===== src/lsq_pkg.sv =====
`default_nettype none

package lsq_pkg;

  // lanes in one load/store bundle
  localparam int LANES = 6;

  // lane address width
  localparam int ADDR_W = 12;

  // pending conflict count, holds 0..LANES
  localparam int CNT_W = 3;

  // lane operation
  typedef enum logic {
    OP_LOAD  = 1'b0,
    OP_STORE = 1'b1
  } lane_op_e;

  // conflict queue condition
  typedef enum logic {
    // nothing pending
    Q_IDLE  = 1'b0,
    // conflicting lanes still to hand out
    Q_DRAIN = 1'b1
  } queue_state_e;

  // one bit per lane
  typedef logic [LANES-1:0] lane_mask_t;

  // address of one lane
  typedef logic [ADDR_W-1:0] lane_addr_t;

endpackage

`default_nettype wire


===== src/conflict_queue.sv =====
`timescale 1ns/1ps
`default_nettype none

module conflict_queue import lsq_pkg::*; (
  input  wire                      clk,
  input  wire                      rst,
  input  wire                      except,
  input  wire                      replay_stall,
  input  wire                      cap_valid,
  input  lane_mask_t               conflicts,
  input  lane_addr_t [LANES-1:0]   cap_addr,
  output logic                     take,
  output logic                     stall,
  output logic                     pick_valid,
  output lane_mask_t               pick_first,
  output lane_mask_t               pick_last,
  output lane_addr_t               pick_first_addr,
  output lane_addr_t               pick_last_addr,
  output logic       [CNT_W-1:0]   conf_cnt
);

  queue_state_e            state;
  lane_mask_t              pend;
  lane_mask_t              pend_next;
  lane_addr_t [LANES-1:0]  pend_addr;
  lane_mask_t              first_lane;
  lane_mask_t              last_lane;
  logic                    load;

  function automatic logic [CNT_W-1:0] popcount(input lane_mask_t m);
    logic [CNT_W-1:0] n;
    n = '0;
    for (int i = 0; i < LANES; i++) begin
      n = n + CNT_W'(m[i]);
    end
    return n;
  endfunction

  // isolate lowest set bit
  function automatic lane_mask_t lowest_bit(input lane_mask_t m);
    return m & (~m + LANES'(1));
  endfunction

  function automatic lane_mask_t highest_bit(input lane_mask_t m);
    lane_mask_t h;
    h = '0;
    for (int i = 0; i < LANES; i++) begin
      if (m[i]) begin
        h = lane_mask_t'(1) << i;
      end
    end
    return h;
  endfunction

  // one-hot select, zero when no lane chosen
  function automatic lane_addr_t sel_addr(input lane_mask_t onehot,
                                          input lane_addr_t [LANES-1:0] addrs);
    lane_addr_t a;
    a = '0;
    for (int i = 0; i < LANES; i++) begin
      if (onehot[i]) begin
        a = a | addrs[i];
      end
    end
    return a;
  endfunction

  assign conf_cnt = popcount(pend);

  // last is taken from what remains after first, so a single lane gives zero
  assign first_lane = lowest_bit(pend);
  assign last_lane  = highest_bit(pend & ~first_lane);

  // more than one pair left means the next bundle cannot load yet
  assign stall = replay_stall || (conf_cnt > CNT_W'(2));

  assign pick_valid = (state == Q_DRAIN) && !replay_stall;
  assign pick_first = pick_valid ? first_lane : '0;
  assign pick_last  = pick_valid ? last_lane : '0;

  assign pick_first_addr = sel_addr(pick_first, pend_addr);
  assign pick_last_addr  = sel_addr(pick_last, pend_addr);

  assign load = cap_valid && !stall;
  assign take = load;

  always_comb begin
    if (load) begin
      // old vector had at most two lanes and they go out on this edge
      pend_next = conflicts;
    end else if (pick_valid) begin
      pend_next = pend & ~pick_first & ~pick_last;
    end else begin
      pend_next = pend;
    end
  end

  always_ff @(posedge clk) begin
    if (rst || except) begin
      pend  <= '0;
      state <= Q_IDLE;
    end else begin
      pend  <= pend_next;
      state <= (pend_next != '0) ? Q_DRAIN : Q_IDLE;
    end
  end

  // addresses follow the vector they belong to
  always_ff @(posedge clk) begin
    if (load) begin
      pend_addr <= cap_addr;
    end
  end

endmodule

`default_nettype wire


===== src/lane_capture.sv =====
`timescale 1ns/1ps
`default_nettype none

module lane_capture import lsq_pkg::*; (
  input  wire                      clk,
  input  wire                      rst,
  input  wire                      except,
  input  wire                      bundle_valid,
  input  lane_mask_t               lane_en,
  input  lane_op_e   [LANES-1:0]   lane_op,
  input  lane_addr_t [LANES-1:0]   lane_addr,
  input  wire                      take,
  input  wire                      stall,
  output logic                     cap_valid,
  output lane_mask_t               cap_en,
  output lane_op_e   [LANES-1:0]   cap_op,
  output lane_addr_t [LANES-1:0]   cap_addr
);

  logic accept;

  // source must hold the bundle while stall is up
  assign accept = bundle_valid && !stall;

  // control part of the capture stage
  always_ff @(posedge clk) begin
    if (rst || except) begin
      // flush drops whatever sits in capture
      cap_valid <= 1'b0;
      cap_en    <= '0;
    end else if (accept) begin
      // a new bundle replaces the old one even on a take edge
      cap_valid <= 1'b1;
      cap_en    <= lane_en;
    end else if (take) begin
      cap_valid <= 1'b0;
      cap_en    <= '0;
    end
  end

  // lane payload, only meaningful with cap_valid
  always_ff @(posedge clk) begin
    if (accept) begin
      cap_op   <= lane_op;
      cap_addr <= lane_addr;
    end
  end

endmodule

`default_nettype wire


===== src/lsq_conflict_top.sv =====
`timescale 1ns/1ps
`default_nettype none

module lsq_conflict_top import lsq_pkg::*; (
  input  wire                      clk,
  input  wire                      rst,
  input  wire                      bundle_valid,
  input  lane_mask_t               lane_en,
  input  lane_op_e   [LANES-1:0]   lane_op,
  input  lane_addr_t [LANES-1:0]   lane_addr,
  input  wire                      replay_stall,
  input  wire                      except,
  output logic                     stall,
  output logic                     pick_valid,
  output lane_mask_t               pick_first,
  output lane_mask_t               pick_last,
  output lane_addr_t               pick_first_addr,
  output lane_addr_t               pick_last_addr,
  output logic       [CNT_W-1:0]   conf_cnt
);

  logic                    cap_valid;
  lane_mask_t              cap_en;
  lane_op_e   [LANES-1:0]  cap_op;
  lane_addr_t [LANES-1:0]  cap_addr;
  lane_mask_t              conflicts;
  logic                    take;

  // bundle register
  lane_capture lane_capture_i (
    .clk          (clk),
    .rst          (rst),
    .except       (except),
    .bundle_valid (bundle_valid),
    .lane_en      (lane_en),
    .lane_op      (lane_op),
    .lane_addr    (lane_addr),
    .take         (take),
    .stall        (stall),
    .cap_valid    (cap_valid),
    .cap_en       (cap_en),
    .cap_op       (cap_op),
    .cap_addr     (cap_addr)
  );

  // store-to-lane address compare inside the bundle
  same_bundle_check same_bundle_check_i (
    .cap_valid (cap_valid),
    .cap_en    (cap_en),
    .cap_op    (cap_op),
    .cap_addr  (cap_addr),
    .conflicts (conflicts)
  );

  // pending lanes handed out two per cycle
  conflict_queue conflict_queue_i (
    .clk             (clk),
    .rst             (rst),
    .except          (except),
    .replay_stall    (replay_stall),
    .cap_valid       (cap_valid),
    .conflicts       (conflicts),
    .cap_addr        (cap_addr),
    .take            (take),
    .stall           (stall),
    .pick_valid      (pick_valid),
    .pick_first      (pick_first),
    .pick_last       (pick_last),
    .pick_first_addr (pick_first_addr),
    .pick_last_addr  (pick_last_addr),
    .conf_cnt        (conf_cnt)
  );

endmodule

`default_nettype wire


===== src/same_bundle_check.sv =====
`timescale 1ns/1ps
`default_nettype none

module same_bundle_check import lsq_pkg::*; (
  input  wire                      cap_valid,
  input  lane_mask_t               cap_en,
  input  lane_op_e   [LANES-1:0]   cap_op,
  input  lane_addr_t [LANES-1:0]   cap_addr,
  output lane_mask_t               conflicts
);

  // enabled store lanes of the captured bundle
  lane_mask_t store_en;

  // hit[t][j] set when store lane j lies below lane t and hits its address
  logic [LANES-1:0][LANES-1:0] hit;

  always_comb begin
    for (int j = 0; j < LANES; j++) begin
      store_en[j] = cap_en[j] && (cap_op[j] == OP_STORE);
    end
  end

  always_comb begin
    hit = '0;
    for (int t = 1; t < LANES; t++) begin
      // only lanes below t can be earlier in program order
      for (int j = 0; j < t; j++) begin
        hit[t][j] = store_en[j] && (cap_addr[j] == cap_addr[t]);
      end
    end
  end

  always_comb begin
    conflicts = '0;
    // lane 0 has nothing before it and stays clear
    for (int t = 1; t < LANES; t++) begin
      conflicts[t] = cap_valid && cap_en[t] && (|hit[t]);
    end
  end

endmodule

`default_nettype wire


===== config.mk =====
export PLATFORM = sky130hd
export DESIGN_NAME = lsq_conflict_top
export DESIGN_NICKNAME = d
export VERILOG_FILES = /design/src/lsq_pkg.sv /design/src/conflict_queue.sv /design/src/lane_capture.sv /design/src/lsq_conflict_top.sv /design/src/same_bundle_check.sv
export SDC_FILE = /design/constraint.sdc
export NUM_CORES = 1
export LEC_CHECK = 0
export BUFFER_PORTS_ARGS = -buffer_cell sky130_fd_sc_hd__buf_2
export CAP_MARGIN = 20
export CORE_MARGIN = 4
export CORE_UTILIZATION = 62
export DETAILED_ROUTE_END_ITERATION = 10
export GPL_TIMING_DRIVEN = 0
export PLACE_DENSITY = 0.87
export SLEW_MARGIN = 20
export SYNTH_ARGS = -nofsm -noshare
export SYNTH_HDL_FRONTEND = slang
export SYNTH_SLANG_ARGS = --single-unit

===== constraint.sdc =====
create_clock -name clk -period 17.25 [get_ports clk]
set_clock_uncertainty 0.15 [all_clocks]
set_input_delay 1.725 -clock clk [delete_from_list [all_inputs] [get_ports clk]]
set_output_delay 1.725 -clock clk [all_outputs]
set_load 0.02 [all_outputs]

### Word-level counts from Yosys, hierarchy flattened

Cells that the tools add are included.

* bits in registers: 163
* bits of input ports: 89
* output and inout port bits: 41
* logic and storage cells: 131

* $add $sub $neg: 6
* $lt $le $gt $ge: 1
* eq/ne operators: 15
* multiplexer cells: 27
* bitwise gates (word level): 18
* reductions and logical operators: 43

Operator list (count)
* $eq 12x12->1: 15
* $mux 12: 12
* $or 12x12->12: 10
* $mux 6: 7
* $logic_and 1x1->1: 33
* $and 6x6->6: 4
* $not 6->6: 4
* $add 3x1->3: 4
* $add 6x1->6 const B: 1
* $reduce_bool 6->1: 1
* $mux 5: 1
* $reduce_or 5->1: 1
* $mux 1: 4
* $mux 4: 1
* $reduce_or 4->1: 1
* $gt 3x2->1 const B: 1
* $mux 3: 1
* $reduce_or 3->1: 1
* $add 1x1->2: 1
* $logic_not 1->1: 2
* $logic_or 1x1->1: 2
* $mux 2: 1
* $reduce_bool 2->1: 1
* $reduce_or 2->1: 1

### Longest topological paths before layout

Gate-level depths: netlist of the first run.

* depth in word-level cells: 23
* depth in mapped cells: 14
* gate-level depth less buffers: 14

### By module

A second synthesis of the first run with hierarchy kept.

* cells, all modules: 710
* area total of the unflattened synthesis: 8617.0 sq um

Modules (own cells, without submodules)
* conflict_queue: times used 1, cells an instance 268, area an instance 3575.9 sq um
* lane_capture: times used 1, cells an instance 110, area an instance 2640.0 sq um
* same_bundle_check: times used 1, cells an instance 332, area an instance 2401.1 sq um

### Worst setup path before layout of the first run

No wires, ideal clock.

* path type: reg-to-reg
* start: reg conflict_queue_i.pend[0]
* end: reg lane_capture_i.cap_en[2]
* arrival: 5830 ps
* required time: 16972 ps
* setup slack: 11142 ps
* cell stages (with the launch flop): 14
* buffers on the path: 1
* cells stage by stage: dfxtp_1 -> inv_1 -> ha_1 -> inv_1 -> fa_1 -> inv_1 -> fa_1 -> fa_1 -> a211oi_1 -> and2_1 -> clkbuf_1 -> nor2_1 -> a22oi_1 -> nor2_1

* longest elaborated chain between the ends: 10
* elaborated cells between the ends (all ways): 12
* classes of those cells: add/sub (5); order compare (1); mux (1); reduce/logical (5)

Ends and longest elaborated chain
* start: declaration: line conflict_queue.sv:23 `lane_mask_t pend;`
* start signal: assignment: line conflict_queue.sv:103 `pend <= pend_next;`
* $add 1x1->2 *: line conflict_queue.sv:34 `n = n + CNT_W'(m[i]);`
* $add 3x1->3 * (4 in a row): line conflict_queue.sv:34
* net conf_cnt[1]: line lsq_conflict_top.sv:19 `output logic [CNT_W-1:0] conf_cnt`
* $gt 3x2->1 *: line conflict_queue.sv:75 `assign stall = replay_stall || (conf_cnt > CNT_W'(2));`
* $logic_or 1x1->1 *: line conflict_queue.sv:75
* $logic_not 1->1 *: line lane_capture.sv:23 `assign accept = bundle_valid && !stall;`
* $logic_and 1x1->1 *: line lane_capture.sv:23
* net lane_capture_i.accept: line lane_capture.sv:20 `logic accept;`
* $mux 6 / $reduce_bool 2->1 (equally long branches)
* end signal: assignment: line lane_capture.sv:34 `cap_en <= lane_en;`
* end: declaration: line lane_capture.sv:15 `output lane_mask_t cap_en,`

Mark *: on every way through the listed nets, which the timed path passes. The rest lies on a longest branch.
A chain may end at the register's enable or synchronous reset.

### Worst setup path in the final report of the first run

* start: in replay_stall
* end: out pick_first_addr[2]

* longest elaborated chain between the ends: 14

Ends and longest elaborated chain
* start: declaration: line lsq_conflict_top.sv:11 `input wire replay_stall,`
* $logic_not 1->1 *: line conflict_queue.sv:77 `assign pick_valid = (state == Q_DRAIN) && !replay_stall;`
* $logic_and 1x1->1 *: line conflict_queue.sv:77
* $mux 6 *: line conflict_queue.sv:78 `assign pick_first = pick_valid ? first_lane : '0;`
* $mux 12: line conflict_queue.sv:61 `if (onehot[i]) begin`
* $or 12x12->12: line conflict_queue.sv:62 `a = a | addrs[i];`
* $mux 12: line conflict_queue.sv:61
* $or 12x12->12: line conflict_queue.sv:62
* $mux 12: line conflict_queue.sv:61
* $or 12x12->12: line conflict_queue.sv:62
* $mux 12: line conflict_queue.sv:61
* $or 12x12->12: line conflict_queue.sv:62
* $mux 12: line conflict_queue.sv:61
* $or 12x12->12: line conflict_queue.sv:62
* $mux 12 *: line conflict_queue.sv:61
* end: declaration: line lsq_conflict_top.sv:17 `output lane_addr_t pick_first_addr,`

Every way passes the cells marked *; elsewhere a longest branch is shown, timed or not.

==> flow_summary.json, run 1 <==
{
  "clk_pin_slew_ps": 60,
  "grt_max_degree": 57,
  "start_util_pct": 63.2,
  "die_h_um": 124,
  "p_leak_uw": 0.00363,
  "hold_viol": 0,
  "layout_common_cells": "edfxtp_1 (149), buf_2 (129), xor2_1 (99), xnor2_1 (80), clkbuf_1 (56)",
  "final_nets": 925,
  "fp-row-count": 42,
  "rsz0062_at_grt": "no",
  "tns_ps": 0,
  "ys_seq_elements": 163,
  "cts_buffers": 17,
  "clock_latency_ps": 440,
  "via_per_inst": 6.18,
  "post_route_cells_drive_above_1_share_pct": 22.2,
  "ys_seq_area_share_pct": 57.0,
  "cts_tree": "done",
  "p_per_area_nw_per_um2": 91.6,
  "crit_path_end_kind": "output pin",
  "antenna_found_initial": 0,
  "yosys.area.top_type_share_pct": 53.7,
  "synthTopCellsByArea": "edfxtp_1 (54%), xor2_1 (10%), xnor2_1 (8.4%)",
  "vias": 6284,
  "drtIter0Drc": 764,
  "min_period_over_period_pct": 34.1,
  "area_delta_synth_final_pct": 18.0,
  "die_x_um": 124,
  "syn_area_per_cell_um2": 12.2,
  "firstDrtPassIters": 7,
  "worstHoldEndpoint": "conflict_queue_i.pend_addr[20]",
  "peakVddDrop_v": 0.0000895,
  "max_freq_mhz": 170,
  "cp_common_cell": "buf_2",
  "avgRoutedWirePerCell_um": 25.3,
  "async_flop_share_pct": 0,
  "gp_congestion": 1.02,
  "core_um2": 13200,
  "ios": 130,
  "port_buffers": 127,
  "final_core_util_pct": 74.6,
  "clockRootBuffer": "clkbuf_16",
  "remaining_drc_errors": 0,
  "r2r_setup_slack_ps": 12630,
  "antenna_left": 0,
  "power_uw": 901,
  "ys_dominant_reg_cell": "edfxtp_1",
  "grt_pass1_vias": 6234,
  "yosysTopAreaCell": "edfxtp_1",
  "yosysUniqueCellTypes": 47,
  "rr_worst_depth": 15,
  "path_cells": "buf_2 > nand2b_1 > clkbuf_2 > inv_2 > and3_1 > clkbuf_1 > a222oi_1 > nand3_1 > buf_2",
  "tightest_slew_ps": 1040,
  "grt_pass1_wl_mm": 37.7,
  "max_stage_delay_ps": 780,
  "cts_hold_buf": 0,
  "final_common_cell": "edfxtp_1",
  "slew_headroom_pct": 30.9,
  "drv_cap": 0,
  "clockBufferDepth": 2,
  "crit_buf_inv": 5,
  "dp.cells": 986,
  "crit_path_start_kind": "input port",
  "syn-num-nets": 777,
  "report.final.slew_viol_count": 0,
  "diodes": 0,
  "cpLargestDelayFamily": "buffers and inverters",
  "clkSinkCount": 163,
  "hold_depth": 0,
  "cp_max_fo": 10,
  "die_area_um2": 15400,
  "hold_path.class": "reg2reg",
  "hpwl_mm": 18.2,
  "htree_levels": 4,
  "post_cts_resized": 0,
  "r2r-end": "conflict_queue_i.state",
  "grt_use_total_pct": 34.7,
  "critPathKind": "in2out",
  "ys_warn_count": 0,
  "routed_wl_mm": 25.7,
  "setup_viol": 0,
  "overflow": 0,
  "final_cells": 1017,
  "synthCells": 681,
  "arrival_ps": 4000,
  "status": "complete, no violations",
  "synth_edf_count": 149,
  "syn_area_um2": 8340,
  "r2r_start": "conflict_queue_i.pend[0]",
  "period_needed_ps": 5880,
  "cts_setup_buffers": 0,
  "critPathSlowestCell": "clkbuf_1",
  "hold_start": "lane_capture_i.cap_addr[20]",
  "required_ps": 15370,
  "hold_ws_ps": 298
}
-- through the flow --
stage	worst slack (ps)	instance area [µm²]
after detailed placement	11510	9250
after global routing	11290	9840
final	11370	9840
after CTS	11470	9840
after floorplan	11140	8340
after global placement	10330	9190
-- layer usage --
metal  track usage (%)  wire length [µm]  vias to the layer above
met1              44.8              9750                     3042
met3              8.72              2480                       68
met4              14.5               937                        0
li1                  -                 -                     2753
met5                 0                 0                        -
met2              56.1             12500                      421
-- synth_stat cells (10+ instances only) --
cell type  count
dfxtp_1       14
buf_1         16
nand3_1       28
buf_4         10
a22oi_1       43
edfxtp_1     149
nor4_1        27
nand4_1       32
a222oi_1      12
nand2_1       29
xnor2_1       80
clkbuf_1      56
xor2_1        99
nor2_1        19
-- how the worst max path moves through the flow --
stage	start	to	slack [ps]	depth (start not counted)
2_1_floorplan	conflict_queue_i.pend[0]	lane_capture_i.cap_en[2]	11140	13
3_3_place_gp	conflict_queue_i.pend[0]	lane_capture_i.cap_en[5]	10330	13
3_5_place_dp	replay_stall	pick_last_addr[8]	11510	10
4_1_cts	replay_stall	pick_last_addr[4]	11470	10
5_1_grt	replay_stall	pick_last_addr[4]	11290	10
6_report	replay_stall	pick_first_addr[2]	11370	9
-- cells by family after synthesis --
kind of cell,after synthesis,share of synthesized area (%)
simple gates,152,9.82
fa+ha+maj,8,1.44
xor+xnor,180,19.0
other cells,1,0.0450
flops,163,57.0
buf+inv,100,5.45
compound gates,77,7.21
-- state kept, by name, indices dropped and copies added (netlist names) --
register	count
lane_capture_i.cap_addr	72
conflict_queue_i.pend_addr	72
conflict_queue_i.pend	6
lane_capture_i.cap_op	5
lane_capture_i.cap_valid	1
conflict_queue_i.state	1
lane_capture_i.cap_en	6
-- area by class of cell --
| cell class | count | area (µm²) |
|---|---|---|
| plain buffers | 90 | 420 |
| clock buffers | 18 | 429 |
| clock inverters | 13 | 161 |
| fillers | 877 | 3350 |
| inverters | 10 | 40.0 |
| multi-input cells | 418 | 3130 |
| flip-flops and latches | 163 | 4750 |
| well taps | 176 | 220 |
| repair buffers | 129 | 683 |
-- report_power, final --
group / total, µW / internal, µW / switching [µW]
clock network: 378 / 227 / 152
registers: 449 / 443 / 6.45
logic: 73.7 / 30.0 / 43.6
Power figures use the tool's default switching activity.
==> run 2, diff against run 1 <==
--- a/config.mk
+++ b/config.mk
@@ -8,10 +8,10 @@
 export BUFFER_PORTS_ARGS = -buffer_cell sky130_fd_sc_hd__buf_2
 export CAP_MARGIN = 20
 export CORE_MARGIN = 4
-export CORE_UTILIZATION = 62
+export CORE_UTILIZATION = 57
 export DETAILED_ROUTE_END_ITERATION = 10
 export GPL_TIMING_DRIVEN = 0
-export PLACE_DENSITY = 0.87
+export PLACE_DENSITY = 0.81
 export SLEW_MARGIN = 20
 export SYNTH_ARGS = -nofsm -noshare
 export SYNTH_HDL_FRONTEND = slang
==> constraint.sdc (replaced) <==
create_clock -name clk -period 5.5 [get_ports clk]
set_clock_uncertainty 0.15 [all_clocks]
set_input_delay 0.55 -clock clk [delete_from_list [all_inputs] [get_ports clk]]
set_output_delay 0.55 -clock clk [all_outputs]
set_load 0.02 [all_outputs]
==> flow_summary.json, run 2 (same netlist as run 1, synthesis figures left out) <==
{
  "status": "complete, no violations",
  "fill_cells": 1024,
  "core_um2": 14100,
  "clockBufferDepth": 2,
  "max_stage_delay_ps": 550,
  "report.final.slew_viol_count": 0,
  "period_needed_ps": 4450,
  "path_cells": "inv_1 > ha_1 > inv_1 > fa_1 > inv_1 > fa_1 > fa_1 > a211oi_1 > and2_1 > clkbuf_4 > buf_12 > nor2_1 > a22oi_1 > nor2_1",
  "hold_viol": 0,
  "diodes": 0,
  "p_per_area_nw_per_um2": 288,
  "drv_cap": 0,
  "htree_levels": 4,
  "final_common_cell": "edfxtp_1",
  "overflow": 0,
  "grt_pass1_vias": 6314,
  "ios": 130,
  "grt_max_degree": 46,
  "hold_depth": 1,
  "r2r_setup_slack_ps": 1050,
  "start_util_pct": 59.1,
  "port_buffers": 127,
  "r2r-end": "lane_capture_i.cap_en[3]",
  "avgRoutedWirePerCell_um": 25.3,
  "antenna_found_initial": 0,
  "required_ps": 5660,
  "tightest_slew_ps": 1120,
  "rsz0062_at_grt": "no",
  "slew_headroom_pct": 25.2,
  "fp-row-count": 43,
  "hpwl_mm": 18.7,
  "p_leak_uw": 0.00363,
  "worstHoldEndpoint": "lane_capture_i.cap_addr[7]",
  "clk_pin_slew_ps": 70,
  "rr_worst_depth": 14,
  "cts_hold_buf": 0,
  "critPathKind": "reg2reg",
  "final_core_util_pct": 69.8,
  "die_area_um2": 16600,
  "min_period_over_period_pct": 81.0,
  "gp_congestion": 1.02,
  "crit_path_start_kind": "flop",
  "layout_common_cells": "edfxtp_1 (149), buf_2 (129), xor2_1 (99), xnor2_1 (80), clkbuf_1 (55)",
  "peakVddDrop_v": 0.000268,
  "dp.cells": 990,
  "tns_ps": 0,
  "arrival_ps": 4620,
  "routed_wl_mm": 25.9,
  "final_nets": 925,
  "hold_start": "lane_addr[7]",
  "clock_latency_ps": 430,
  "via_per_inst": 6.06,
  "grt_use_total_pct": 31.6,
  "power_uw": 2840,
  "r2r_start": "conflict_queue_i.pend[0]",
  "max_freq_mhz": 225,
  "die_x_um": 129,
  "antenna_left": 0,
  "vias": 6198,
  "cts_tree": "done",
  "cts_setup_buffers": 0,
  "final_cells": 1022,
  "crit_path_end_kind": "flop",
  "area_delta_synth_final_pct": 18.1,
  "hold_path.class": "in2reg",
  "post_route_cells_drive_above_1_share_pct": 22.6,
  "clockRootBuffer": "clkbuf_16",
  "critPathSlowestCell": "fa_1",
  "grt_pass1_wl_mm": 38.0,
  "firstDrtPassIters": 5,
  "cp_max_fo": 45,
  "die_h_um": 129,
  "post_cts_resized": 0,
  "remaining_drc_errors": 0,
  "final_cell_area_um2": 9840,
  "setup_viol": 0,
  "place_area_um2": 9240,
  "drtIter0Drc": 614,
  "cts_buffers": 17,
  "clkSinkCount": 163,
  "top_regs": "conflict_queue_i.pend_addr x72, lane_capture_i.cap_addr x72"
}
==> run 2: worst max-delay path, delay by kind of cell, from the launching register on <==
| kind | cells | cell delay, ps |
|---|---|---|
| compound gates | 2 | 610 |
| buf+inv | 5 | 1030 |
| fa+ha+maj | 4 | 1710 |
| simple gates | 3 | 420 |
| flops | 1 | 400 |
==> run 2: where the power goes <==
| part | leakage [µW] | total, µW | internal (µW) | switching [µW] |
|---|---|---|---|---|
| Combinational | 0.00186 | 231 | 93.6 | 137 |
| Clock | 0.000284 | 1200 | 681 | 518 |
| Sequential | 0.00149 | 1410 | 1390 | 19.7 |
==> run 2: worst max-delay path by stage <==
stage | start | end
detailed placement | conflict_queue_i.pend[0] | lane_capture_i.cap_en[3]
CTS | conflict_queue_i.pend[0] | lane_capture_i.cap_en[3]
global route | conflict_queue_i.pend[0] | lane_capture_i.cap_en[1]
finish | conflict_queue_i.pend[0] | lane_capture_i.cap_en[3]
global placement | conflict_queue_i.pend[0] | lane_capture_i.cap_en[2]
floorplan | conflict_queue_i.pend[0] | lane_capture_i.cap_en[2]
==> run 2: layout make-up <==
class	count	area (µm²)	area share (%)
clock inverters	15	173	1.75
multi-input cells	418	3130	31.8
flip-flops and latches	163	4750	48.3
clock buffers	17	425	4.32
well taps	180	225	2.29
repair buffers	129	676	6.87
plain buffers	90	420	4.27
inverters	10	40.0	0.407
==> run 2: metrics by stage <==
stage	setup slack (ps)	hold slack [ps]
3_5_place_dp	1030	281
2_1_floorplan	791	274
6_report	1050	135
3_3_place_gp	299	281
4_1_cts	1020	120
5_1_grt	743	117
==> run 2: routing by layer <==
metal | share of wire (%) | GRT usage [%] | up-vias
met4 | 3.5 | 12.0 | 0
met3 | 9.7 | 8.84 | 66
met1 | 39 | 41.1 | 2982
met2 | 48 | 50.9 | 400
met5 | 0 | 0 | -
li1 | - | - | 2750
==> run 3, diff against run 2 <==
--- a/config.mk
+++ b/config.mk
@@ -8,10 +8,10 @@
 export BUFFER_PORTS_ARGS = -buffer_cell sky130_fd_sc_hd__buf_2
 export CAP_MARGIN = 20
 export CORE_MARGIN = 4
-export CORE_UTILIZATION = 57
+export CORE_UTILIZATION = 52
 export DETAILED_ROUTE_END_ITERATION = 10
 export GPL_TIMING_DRIVEN = 0
-export PLACE_DENSITY = 0.81
+export PLACE_DENSITY = 0.78
 export SLEW_MARGIN = 20
 export SYNTH_ARGS = -nofsm -noshare
 export SYNTH_HDL_FRONTEND = slang
==> constraint.sdc (replaced) <==
create_clock -name clk -period 3.65 [get_ports clk]
set_clock_uncertainty 0.15 [all_clocks]
set_input_delay 0.365 -clock clk [delete_from_list [all_inputs] [get_ports clk]]
set_output_delay 0.365 -clock clk [all_outputs]
set_load 0.02 [all_outputs]
==> flow_summary.json, run 3 (same netlist as run 1, synthesis figures left out) <==
{
  "die_area_um2": 18100,
  "power_frac_comb_pct": 9.6,
  "port_buffers": 127,
  "switching_power_uw": 1040,
  "min_period_over_period_pct": 98.2,
  "max_freq_mhz": 279,
  "wl_met1_mm": 10.3,
  "met3WireLength_mm": 2.54,
  "hold_ws_ps": 29.9,
  "seqCellArea_um2": 4760,
  "via_per_inst": 5.62,
  "power_uw": 4430,
  "hpwl_mm": 17.1,
  "area_delta_synth_final_pct": 30.4,
  "cp_max_fo": 4,
  "ios": 130,
  "post_route_cells_drive_above_1_share_pct": 22.7,
  "cpLargestDelayFamily": "adder cells",
  "final_common_cell": "edfxtp_1",
  "peakVddDrop_v": 0.000456,
  "p_int_uw": 3390,
  "clock_latency_ps": 440,
  "p_clk_share_pct": 42.5,
  "layout_common_cells": "edfxtp_1 (149), buf_2 (128), xor2_1 (99), xnor2_1 (80), dlygate4sd3_1 (77)",
  "htree_levels": 4,
  "gp_congestion": 0.984,
  "rsz0062_at_grt": "yes",
  "arrival_ps": 3070,
  "grt_pass1_vias": 6609,
  "fp-row-count": 46,
  "avgRoutedWirePerCell_um": 23.3,
  "antenna_left": 0,
  "route.met2.wl_mm": 12.8,
  "hold_depth": 3,
  "start_util_pct": 52.9,
  "clockBufferDepth": 2,
  "dp.cells": 1024,
  "cts_buffers": 17,
  "final_cells": 1146,
  "fill_cells": 1142,
  "slew_headroom_pct": 27.8,
  "routed_wl_mm": 26.7,
  "cts_tree": "done",
  "hold_start": "lane_en[3]",
  "antenna_found_initial": 0,
  "grt_max_degree": 43,
  "hold_path.class": "in2reg",
  "critPathKind": "reg2out",
  "rr_worst_depth": 12,
  "path_cells": "inv_4 > ha_4 > inv_2 > fa_1 > inv_1 > fa_2 > fa_2 > a211oi_4 > inv_1 > buf_6",
  "core_um2": 15800,
  "p_leak_uw": 0.00406,
  "clockRootBuffer": "clkbuf_16",
  "multi_input_area_um2": 3180,
  "grt_use_total_pct": 29.9,
  "firstDrtPassIters": 8,
  "overflow": 0,
  "highest_layer": "met4",
  "drtIter0Drc": 745,
  "crit_buf_inv": 5,
  "grt_pass1_wl_mm": 39.2,
  "critPathSlowestCell": "fa_1",
  "status": "complete, no violations",
  "die_h_um": 135,
  "die_x_um": 135,
  "tightest_slew_ps": 1080,
  "diodes": 0,
  "crit_path_end_kind": "output pin",
  "report.final.slew_viol_count": 0,
  "hold_viol": 0,
  "top_regs": "conflict_queue_i.pend_addr x72, lane_capture_i.cap_addr x72",
  "drv_cap": 0,
  "crit_path_start_kind": "flop",
  "r2r_setup_slack_ps": 120,
  "max_stage_delay_ps": 470,
  "period_needed_ps": 3580,
  "clkSinkCount": 163,
  "vias": 6444,
  "worstHoldEndpoint": "lane_capture_i.cap_en[3]",
  "clk_pin_slew_ps": 70,
  "r2r_start": "conflict_queue_i.pend[0]",
  "final_nets": 1013,
  "setup_viol": 0,
  "required_ps": 3130,
  "r2r-end": "conflict_queue_i.state",
  "swShare_pct": 23.6,
  "remaining_drc_errors": 0,
  "p_per_area_nw_per_um2": 408,
  "p_seq_share_pct": 47.8
}
## run 3: changes by cell type in the layout (fill, tap and decap cells not counted), moves of 2 or more
cell / delta
clkinv_4: -2
clkbuf_16: +2
dfxtp_1: -2
inv_6: +5
clkinvlp_4: -2
dfxtp_4: +2
inv_1: -2
buf_4: +8
fa_1: -2
fa_2: +2
dlygate4sd3_1: +77
buf_12: -2
## run 3: cell type report
| type | instances | area share, % |
|---|---|---|
| Clock buffer | 17 | 3.91 |
| Multi-Input combinational cell | 418 | 29.3 |
| Timing Repair inverter | 3 | 0.265 |
| Tap cell | 216 | 2.49 |
| Clock inverter | 15 | 1.74 |
| Inverter | 10 | 0.541 |
| Sequential cell | 163 | 43.8 |
| Timing Repair Buffer | 214 | 13.9 |
| Buffer | 90 | 4.04 |
## run 3: worst max path at each step
stage	start	to	slack, ps	depth (start not counted)
detailed placement	conflict_queue_i.pend[0]	lane_capture_i.cap_en[4]	-300	13
global route	conflict_queue_i.pend[0]	stall	-60	10
CTS	conflict_queue_i.pend[0]	stall	20	10
floorplan	conflict_queue_i.pend[0]	conflict_queue_i.state	-0.6	14
global placement	conflict_queue_i.pend[0]	lane_capture_i.cap_en[3]	-230	13
finish	conflict_queue_i.pend[0]	stall	70	10
## run 3: power groups by stage
stage / Clock (µW) / Combinational [µW] / Sequential, µW
finish: 1880 / 427 / 2120
global route: 1990 / 453 / 2120
CTS: 1880 / 411 / 2120
detailed placement: 0 / 334 / 2160
global placement: 0 / 336 / 2160
floorplan: 0 / 220 / 2150
## run 3: routing by layer
metal  global-route usage (%)  vias to the layer above
li1                         -                     2934
met1                     38.0                     3072
met2                     48.4                      366
met3                     8.64                       72
met4                     12.3                        0
met5                        0                        -
## run 3: timing repair
item | 4_1_cts | 5_1_grt
cloned | 4 | 1
resized for setup | 6 | 12
pin swaps | 2 | 4
endpoints found under the setup margin | 84 | 62
buffers inserted | 1 | 7
hold buffers | 77 | 0
endpoints found under the hold margin | 77 | 0
## run 3: tightest hold or removal path: cells and delay by family
kind	cells	cell delay, ps
buffers and inverters	1	80
AND/OR/NAND/NOR	1	70
AO/OA/AOI/OAI	1	70
## run 3: stage by stage
| step | setup TNS, ps | area, µm² | setup slack (ps) | util [%] |
|---|---|---|---|---|
| after floorplan | -0.610 | 8400 | -0.610 | - |
| after global placement | -1530 | 9310 | -225 | 59.0 |
| after detailed placement | -5540 | 9310 | -302 | 59.0 |
| after CTS | 0 | 10800 | 16.0 | 68.4 |
| after global routing | -80.6 | 10900 | -57.0 | 68.9 |
| final | 0 | 10900 | 65.2 | 68.9 |
